[config.mk]
export PLATFORM = sky130hd
export DESIGN_NAME = baser_rx_top
export DESIGN_NICKNAME = d
export VERILOG_FILES = /design/src/common/baser_pkg.sv /design/src/common/blk_if.sv /design/src/decode/block_classifier.sv /design/src/decode/mii_mapper.sv /design/src/hdl/rx_stats.sv /design/src/hdl/baser_rx_top.sv
export SDC_FILE = /design/constraint.sdc
export NUM_CORES = 1
export LEC_CHECK = 0
export BUFFER_PORTS_ARGS = -buffer_cell sky130_fd_sc_hd__buf_2
export CORE_MARGIN = 2
export CORE_UTILIZATION = 56
export CTS_CLUSTER_SIZE = 12
export DETAILED_ROUTE_END_ITERATION = 7
export PLACE_DENSITY_LB_ADDON = 0.3
export SLEW_MARGIN = 20
export SYNTH_ARGS = -nofsm -noshare
export SYNTH_HDL_FRONTEND = slang
export SYNTH_HIERARCHICAL = 1
export SYNTH_SLANG_ARGS = --single-unit
export TNS_END_PERCENT = 10
[constraint.sdc]
create_clock -name clk -period 8.4 [get_ports clk]
set_input_delay 1.26 -clock clk [delete_from_list [all_inputs] [get_ports clk]]
set_output_delay 1.26 -clock clk [all_outputs]
set_load 0.01 [all_outputs]
[src/common/baser_pkg.sv]
// ========================================
// Shared definitions of the BASE-R decoder
// Widths, sync headers, block type codes,
// MII characters and the block kind type
// ========================================
package baser_pkg;

    // Block and MII widths
    localparam int DATA_W = 64;
    localparam int HDR_W  = 2;
    localparam int LANES  = 8;

    // Sync header sits in the low bits, payload above it
    typedef logic [DATA_W+HDR_W-1:0] coded_t;
    typedef logic [DATA_W-1:0]       mii_data_t;
    typedef logic [LANES-1:0]        mii_ctrl_t;

    // Sync header values
    localparam logic [HDR_W-1:0] SH_DATA = 2'b10;
    localparam logic [HDR_W-1:0] SH_CTRL = 2'b01;

    // Block type field, first payload byte of a control block
    localparam logic [7:0] BT_CTRL  = 8'h1E;
    localparam logic [7:0] BT_START = 8'h78;
    localparam logic [7:0] BT_TERM0 = 8'h87;
    localparam logic [7:0] BT_TERM1 = 8'h99;
    localparam logic [7:0] BT_TERM2 = 8'hAA;
    localparam logic [7:0] BT_TERM3 = 8'hB4;
    localparam logic [7:0] BT_TERM4 = 8'hCC;
    localparam logic [7:0] BT_TERM5 = 8'hD2;
    localparam logic [7:0] BT_TERM6 = 8'hE1;
    localparam logic [7:0] BT_TERM7 = 8'hFF;

    // 7-bit idle character on the line
    localparam logic [6:0] CC_IDLE = 7'h00;

    // MII characters
    localparam logic [7:0] MII_IDLE  = 8'h07;
    localparam logic [7:0] MII_ERROR = 8'hFE;
    localparam logic [7:0] MII_START = 8'hFB;
    localparam logic [7:0] MII_TERM  = 8'hFD;

    typedef enum logic [2:0] {
        KIND_DATA,
        KIND_CTRL,
        KIND_START,
        KIND_TERM,
        KIND_BAD
    } blk_kind_t;

    // Lane of the terminate character
    typedef logic [2:0] term_pos_t;

endpackage

[src/common/blk_if.sv]
// ========================================
// Classified block bus between the
// classifier and the second stage
// ========================================
`timescale 1ns/100ps

interface blk_if;

    // One-cycle strobe per block
    logic                         valid;
    baser_pkg::blk_kind_t         kind;
    baser_pkg::term_pos_t         term_pos;
    // Payload without the sync header
    logic [baser_pkg::DATA_W-1:0] payload;
    logic                         sh_err;
    logic                         fmt_err;

    modport src (
        output valid, kind, term_pos, payload, sh_err, fmt_err
    );

    modport dst (
        input  valid, kind, term_pos, payload, sh_err, fmt_err
    );

endinterface

[src/decode/block_classifier.sv]
// ========================================
// Stage 1 of the receive decoder
// Sync header and block type checks,
// terminate padding check, block register
// ========================================
`timescale 1ns/100ps

module block_classifier (
    input  logic              clk,
    input  logic              i_rst,
    input  logic              i_valid,
    input  baser_pkg::coded_t i_rx_coded,
    blk_if.src                o_blk
);

    logic [baser_pkg::HDR_W-1:0]  sh;
    logic [baser_pkg::DATA_W-1:0] payload;
    logic [7:0]                   btype;
    logic                         is_term;
    baser_pkg::term_pos_t         term_pos_d;
    logic [2:0]                   pad_len;
    logic [6:0]                   pad_lo;
    logic [baser_pkg::DATA_W-1:0] pad_mask;
    logic                         pad_nz;
    baser_pkg::blk_kind_t         kind_d;
    logic                         sh_err_d;
    logic                         fmt_err_d;

    assign sh      = i_rx_coded[baser_pkg::HDR_W-1:0];
    assign payload = i_rx_coded[baser_pkg::HDR_W +: baser_pkg::DATA_W];
    assign btype   = payload[7:0];

    // Terminate type gives k data bytes before the T lane
    always_comb begin
        is_term    = 1'b1;
        term_pos_d = '0;
        case (btype)
            baser_pkg::BT_TERM0: term_pos_d = 3'd0;
            baser_pkg::BT_TERM1: term_pos_d = 3'd1;
            baser_pkg::BT_TERM2: term_pos_d = 3'd2;
            baser_pkg::BT_TERM3: term_pos_d = 3'd3;
            baser_pkg::BT_TERM4: term_pos_d = 3'd4;
            baser_pkg::BT_TERM5: term_pos_d = 3'd5;
            baser_pkg::BT_TERM6: term_pos_d = 3'd6;
            baser_pkg::BT_TERM7: term_pos_d = 3'd7;
            default:             is_term    = 1'b0;
        endcase
    end

    // 7-k unused bits follow the last data byte
    assign pad_len  = 3'(baser_pkg::LANES - 1) - term_pos_d;
    assign pad_lo   = {1'b0, term_pos_d, 3'b000} + 7'd8;
    assign pad_mask = (({{(baser_pkg::DATA_W-1){1'b0}}, 1'b1} << pad_len)
                       - {{(baser_pkg::DATA_W-1){1'b0}}, 1'b1}) << pad_lo;
    assign pad_nz   = |(payload & pad_mask);

    assign sh_err_d = (sh != baser_pkg::SH_DATA) && (sh != baser_pkg::SH_CTRL);

    always_comb begin
        kind_d    = baser_pkg::KIND_BAD;
        fmt_err_d = 1'b0;
        if (sh == baser_pkg::SH_DATA) begin
            kind_d = baser_pkg::KIND_DATA;
        end else if (sh == baser_pkg::SH_CTRL) begin
            if (btype == baser_pkg::BT_CTRL) begin
                kind_d = baser_pkg::KIND_CTRL;
            end else if (btype == baser_pkg::BT_START) begin
                kind_d = baser_pkg::KIND_START;
            end else if (is_term) begin
                // Bad padding is flagged but still decoded as terminate
                kind_d    = baser_pkg::KIND_TERM;
                fmt_err_d = pad_nz;
            end else begin
                fmt_err_d = 1'b1;
            end
        end
    end

    always_ff @(posedge clk or posedge i_rst) begin
        if (i_rst) begin
            o_blk.valid <= 1'b0;
        end else begin
            o_blk.valid <= i_valid;
        end
    end

    // Block fields load with each accepted block
    always_ff @(posedge clk) begin
        if (i_valid) begin
            o_blk.kind     <= kind_d;
            o_blk.term_pos <= term_pos_d;
            o_blk.payload  <= payload;
            o_blk.sh_err   <= sh_err_d;
            o_blk.fmt_err  <= fmt_err_d;
        end
    end

endmodule

[src/decode/mii_mapper.sv]
// ========================================
// Stage 2 MII mapper
// Builds the MII data word and control
// mask from a classified block
// ========================================
`timescale 1ns/100ps

module mii_mapper (
    input  logic                 clk,
    input  logic                 i_rst,
    blk_if.dst                   i_blk,
    output logic                 o_valid,
    output baser_pkg::mii_data_t o_txd,
    output baser_pkg::mii_ctrl_t o_txc
);

    baser_pkg::mii_data_t         txd_d;
    baser_pkg::mii_ctrl_t         txc_d;
    // Terminate data bytes start after the type byte
    logic [baser_pkg::DATA_W-1:0] term_data;

    // Idle stays idle, anything else becomes an error
    function automatic logic [7:0] map_cc(input logic [6:0] cc);
        return (cc == baser_pkg::CC_IDLE) ? baser_pkg::MII_IDLE : baser_pkg::MII_ERROR;
    endfunction

    assign term_data = i_blk.payload >> 8;

    // Lane j control character sits at bit 8+7j for both control and terminate
    always_comb begin
        case (i_blk.kind)
            baser_pkg::KIND_DATA: begin
                txd_d = i_blk.payload;
                txc_d = '0;
            end
            baser_pkg::KIND_CTRL: begin
                for (int j = 0; j < baser_pkg::LANES; j++) begin
                    txd_d[8*j +: 8] = map_cc(i_blk.payload[8+7*j +: 7]);
                end
                txc_d = '1;
            end
            baser_pkg::KIND_START: begin
                txd_d = {i_blk.payload[baser_pkg::DATA_W-1:8], baser_pkg::MII_START};
                txc_d = 8'h01;
            end
            baser_pkg::KIND_TERM: begin
                for (int j = 0; j < baser_pkg::LANES; j++) begin
                    if (j < int'(i_blk.term_pos)) begin
                        txd_d[8*j +: 8] = term_data[8*j +: 8];
                    end else if (j == int'(i_blk.term_pos)) begin
                        txd_d[8*j +: 8] = baser_pkg::MII_TERM;
                    end else begin
                        txd_d[8*j +: 8] = map_cc(i_blk.payload[8+7*j +: 7]);
                    end
                end
                txc_d = {baser_pkg::LANES{1'b1}} << i_blk.term_pos;
            end
            default: begin
                txd_d = {baser_pkg::LANES{baser_pkg::MII_ERROR}};
                txc_d = '1;
            end
        endcase
    end

    always_ff @(posedge clk or posedge i_rst) begin
        if (i_rst) begin
            o_valid <= 1'b0;
            o_txd   <= '0;
            o_txc   <= '0;
        end else begin
            o_valid <= i_blk.valid;
            // Hold the last word between blocks
            if (i_blk.valid) begin
                o_txd <= txd_d;
                o_txc <= txc_d;
            end
        end
    end

endmodule

[src/hdl/rx_stats.sv]
// ========================================
// Stage 2 receive statistics
// Block, data, control and error counters
// ========================================
`timescale 1ns/100ps

module rx_stats #(
    parameter int CNT_W = 32
) (
    input  logic             clk,
    input  logic             i_rst,
    blk_if.dst               i_blk,
    output logic [CNT_W-1:0] o_block_count,
    output logic [CNT_W-1:0] o_data_count,
    output logic [CNT_W-1:0] o_ctrl_count,
    output logic [CNT_W-1:0] o_inv_format_count,
    output logic [CNT_W-1:0] o_inv_sh_count,
    output logic [CNT_W-1:0] o_inv_block_count
);

    logic is_data;
    logic is_ctrl;

    // Any block with a control header, unknown types included
    assign is_data = (i_blk.kind == baser_pkg::KIND_DATA);
    assign is_ctrl = !is_data && !i_blk.sh_err;

    always_ff @(posedge clk or posedge i_rst) begin
        if (i_rst) begin
            o_block_count      <= '0;
            o_data_count       <= '0;
            o_ctrl_count       <= '0;
            o_inv_format_count <= '0;
            o_inv_sh_count     <= '0;
            o_inv_block_count  <= '0;
        end else if (i_blk.valid) begin
            o_block_count <= o_block_count + CNT_W'(1);
            if (is_data) begin
                o_data_count <= o_data_count + CNT_W'(1);
            end
            if (is_ctrl) begin
                o_ctrl_count <= o_ctrl_count + CNT_W'(1);
            end
            if (i_blk.fmt_err) begin
                o_inv_format_count <= o_inv_format_count + CNT_W'(1);
            end
            if (i_blk.sh_err) begin
                o_inv_sh_count <= o_inv_sh_count + CNT_W'(1);
            end
            // Errors are exclusive per block, so this tracks their sum
            if (i_blk.fmt_err || i_blk.sh_err) begin
                o_inv_block_count <= o_inv_block_count + CNT_W'(1);
            end
        end
    end

endmodule

[src/hdl/baser_rx_top.sv]
// ========================================
// BASE-R 64B/66B receive decoder top
// Classifier, then MII mapper and
// statistics in parallel
// ========================================
`timescale 1ns/100ps

module baser_rx_top #(
    parameter int CNT_W = 32
) (
    input  logic                 clk,
    input  logic                 i_rst,
    input  logic                 i_valid,
    input  baser_pkg::coded_t    i_rx_coded,
    output logic                 o_valid,
    output baser_pkg::mii_data_t o_txd,
    output baser_pkg::mii_ctrl_t o_txc,
    output logic [CNT_W-1:0]     o_block_count,
    output logic [CNT_W-1:0]     o_data_count,
    output logic [CNT_W-1:0]     o_ctrl_count,
    output logic [CNT_W-1:0]     o_inv_format_count,
    output logic [CNT_W-1:0]     o_inv_sh_count,
    output logic [CNT_W-1:0]     o_inv_block_count
);

    // Stage 1 result, shared by both stage 2 blocks
    blk_if cls_blk ();

    block_classifier block_classifier_i (
        .clk        (clk),
        .i_rst      (i_rst),
        .i_valid    (i_valid),
        .i_rx_coded (i_rx_coded),
        .o_blk      (cls_blk)
    );

    mii_mapper mii_mapper_i (
        .clk     (clk),
        .i_rst   (i_rst),
        .i_blk   (cls_blk),
        .o_valid (o_valid),
        .o_txd   (o_txd),
        .o_txc   (o_txc)
    );

    rx_stats #(
        .CNT_W (CNT_W)
    ) rx_stats_i (
        .clk                (clk),
        .i_rst              (i_rst),
        .i_blk              (cls_blk),
        .o_block_count      (o_block_count),
        .o_data_count       (o_data_count),
        .o_ctrl_count       (o_ctrl_count),
        .o_inv_format_count (o_inv_format_count),
        .o_inv_sh_count     (o_inv_sh_count),
        .o_inv_block_count  (o_inv_block_count)
    );

endmodule

==> flow_summary.ini <==
[cts]
cts_root_buf = clkbuf_16
cts_buffers = 37
cts-htree-levels = 2
tritoncts = built
post_cts_resized = 0
cts-root-to-sink-buffers = 3
number_of_buffers_inserted_to_repair_setup_after_cts = 0
cts.hold.buffers_added = 0
clkSlewWorstSetupHoldPaths_ns = 0.06
clock_net_sink_count = 338
clock_latency_ns = 0.52

[outcome]
run_status = finished, final reports clean

[yosys]
mappedNetlistNets = 1637
ys.flop_type = dfrtp_1
async_flop_share_pct = 78.7
post-synth-top-area-fraction_pct = 40.0
count_of_unique_library_cells_instantiated_by_yosys = 103
syn-mean-instance-area_um2 = 10.7
synth_warnings = 6
synthTopCellsByArea = dfrtp_1 40%, edfxtp_1 13%, xnor2_1 6.2%
synthesis.area_um2 = 16600
seq_area_frac_synth_pct = 53.0
syn-instance-count = 1552
synth.ff_latch_count = 338
synth_top_cell_by_area = dfrtp_1
synth-edff-count = 72

[worst_setup_path]
timing.setup.critical_path_class = primary input to flop
critical_path.max_stage_delay_ns = 0.68
timing.critical_path.from_type = primary input
cp_data_required_time_ns = 8.65
worst_setup_path_start = i_rx_coded[7]
path_cells = buf_2 > nor4_2 > o21ai_1 > nand2_1 > inv_1 > ha_1 > or3_1 > a211oi_1 > ha_1 > nand2b_1 > a221oi_1 > o2111ai_2 > a2111oi_2 > o211ai_1 > nor4_1 > o2111ai_1 > a22oi_1 > o21ai_1
critPathMaxFanout = 22
r2r_end = rx_stats_i/o_data_count[31]
critical_path.reg2reg.startpoint = block_classifier_i/o_blk.valid
r2r_slack_ns = 5.33
critPathSlowestCell = nand2_1
reg2regPathDepth = 5
worst_ep_arrival_time_ns = 6.27
crit_path_end_kind = flop

[worst_hold_path]
hold_path_stages = 1
hold_path_end = rx_stats_i/o_data_count[31]
hold_path_class = flop to flop
hold_start = rx_stats_i/o_data_count[31]

[sta]
final.setup.tns_ns = 0
timing.final.max_slew_violations = 0
finClkSkew_ns = 0.0114
tightestPinTransition_ns = 1.03
hold_viol_final = 0
fmax_mhz = 166
relSlewSlack_pct = 31.4
fin_crit_ns = 6.02
final_min_period_over_clock_period_pct = 71.7
finalSetupViolCount = 0
unrepaired_setup_endpoints_after_global_routing = false

[global_route]
grt_pass1_vias = 13323
grt_antenna_before_repair = 0
grt_max_degree = 122
global_route_wire_length_before_repair_mm = 73.8
globalRoute.totalOverflow = 0
grtUsageTotal_pct = 29.9

[cells_and_area]
final_area_um2 = 19700
synthToLayoutAreaGrowth_pct = 18.7
fillCellCount = 2350
mostFrequentLayoutCells = 333 x buf_2, 265 x dfrtp_1, 128 x nand2_1, 120 x nor2_1, 118 x xnor2_1
final_common_cell = buf_2
finalNetCount = 1958
share_of_cells_above_drive_strength_1_pct = 24.2
num_antenna_cells = 0

[die]
die_area_um2 = 31100
core_area_um2 = 29500
io_pins = 334
floorplan.die.height_um = 176
die-width_um = 176
initial_core_util_pct = 56.4
floorplan.rows = 63

[pwr]
totalPowerFinal_uw = 4190
pwr-share-seq_pct = 48.0
power_density_nw_per_um2 = 212
p_comb_share_pct = 14.3
power.static_leakage_uw = 0.00894
clock_power_share_pct = 37.7
total_switching_power_uw = 1170
p_sw_share_pct = 28.0
cellInternalPower_uw = 3010
vdd_drop_max_uv = 142

[routing]
detail-route-antenna-nets = 0
route.detailed.wl_per_inst_um = 20.8
detailroute.via_count = 14050
drt-vias-per-instance = 6.14
iteration_0_drc_markers = 1628
dr.pass1.iters = 8
wirelength_mm = 47.7
route.detailed.drc = 0

[placed_design]
globalplace.congestion = 0.909
placedInstanceArea_um2 = 18500
portBuffers = 333
detailed_place_hpwl_mm = 34.4

[run]
cap_viol_max_count = 0
synthesized netlist by cell type, drive strengths merged, types with 7 or more instances:
cell    number
a21o         7
a21oi       61
a22oi       14
a31oi       38
and2        24
and3        22
and4        22
buf         24
clkbuf      35
dfrtp      266
edfxtp      72
ha          16
inv         39
mux2         7
mux2i        7
nand2      128
nand2b       8
nand3       76
nand4       72
nor2       121
nor3        48
nor4        36
o211ai      11
o21a        10
o21ai       60
o22ai        7
o32a        11
or4          9
xnor2      118
xor2        69
worst max path at each step:
stage / to / slack, ns
final: block_classifier_i/o_blk.fmt_err / 2.38
after global routing: block_classifier_i/o_blk.fmt_err / 1.99
after CTS: block_classifier_i/o_blk.fmt_err / 2.46
after detailed placement: block_classifier_i/o_blk.fmt_err / 1.95
after global placement: block_classifier_i/o_blk.fmt_err / 1.94
after floorplan: rx_stats_i/o_block_count[0] / 1.91
through the flow:
step	util (%)	hold WS, ns	instances	setup slack, ns
6_report	67.0	0.463	2290	2.38
5_1_grt	67.0	0.480	2290	1.99
4_1_cts	66.9	0.464	2289	2.46
3_5_place_dp	62.8	0.452	2223	1.95
3_3_place_gp	62.8	0.452	2223	1.94
2_1_floorplan	-	0.504	1552	1.91
worst max-delay path, delay by kind of cell:
kind	cells	cell delay (ns)
buf+inv	2	0.56
fa+ha+maj	2	0.69
compound gates	9	1.87
simple gates	5	1.90
power groups by stage:
stage	Sequential, uW	Clock, uW	Combinational (uW)
floorplan	2040	0	283
CTS	2010	1610	594
global route	2030	1670	649
finish	2010	1580	599
global placement	2020	0	580
detailed placement	2030	0	591
sequential cells by signal (all words and copies together), names as in the netlist:
name,cells
rx_stats_i/o_ctrl_count,32
block_classifier_i/o_blk.payload,64
block_classifier_i/o_blk.kind,3
block_classifier_i/o_blk.valid,1
rx_stats_i/o_inv_sh_count,32
block_classifier_i/o_blk.sh_err,1
block_classifier_i/o_blk.fmt_err,1
rx_stats_i/o_inv_block_count,32
block_classifier_i/o_blk.term_pos,3
rx_stats_i/o_inv_format_count,32
mii_mapper_i/o_txc,8
mii_mapper_i/o_txd,64
rx_stats_i/o_block_count,32
rx_stats_i/o_data_count,32
mii_mapper_i/o_valid,1
final cells by class:
class                      count  area (um^2)  area share, %
sequential                   338         8820           44.7
multi-input combinational   1115         7350           37.2
timing repair buffer         341         1740           8.81
clock buffer                  59         1120           5.68
tap                          390          488           2.47
inverter                      40          158          0.798
clock inverter                 7         67.6          0.342
routing by layer:
layer,vias up,GRT usage [%],wire (um)
li1,6342,-,-
met1,6830,42.0,20100
met2,745,46.4,21600
met3,133,6.09,4170
met4,0,10.5,1870
met5,-,0,0
cell families (layout without fill, tap and decap cells):
group	count (synthesis)	in the layout	synth area share (%)
AOI/OAI and AO/OA	290	290	11.9
xor gates and xnor gates	187	187	9.85
adders and majority gates	16	16	1.20
buffers and inverters	99	447	2.90
DFF	338	338	53.0
muxes	15	15	1.03
and+or+nand+nor	607	607	20.1
No activity file was read; power rests on OpenSTA's default activity.
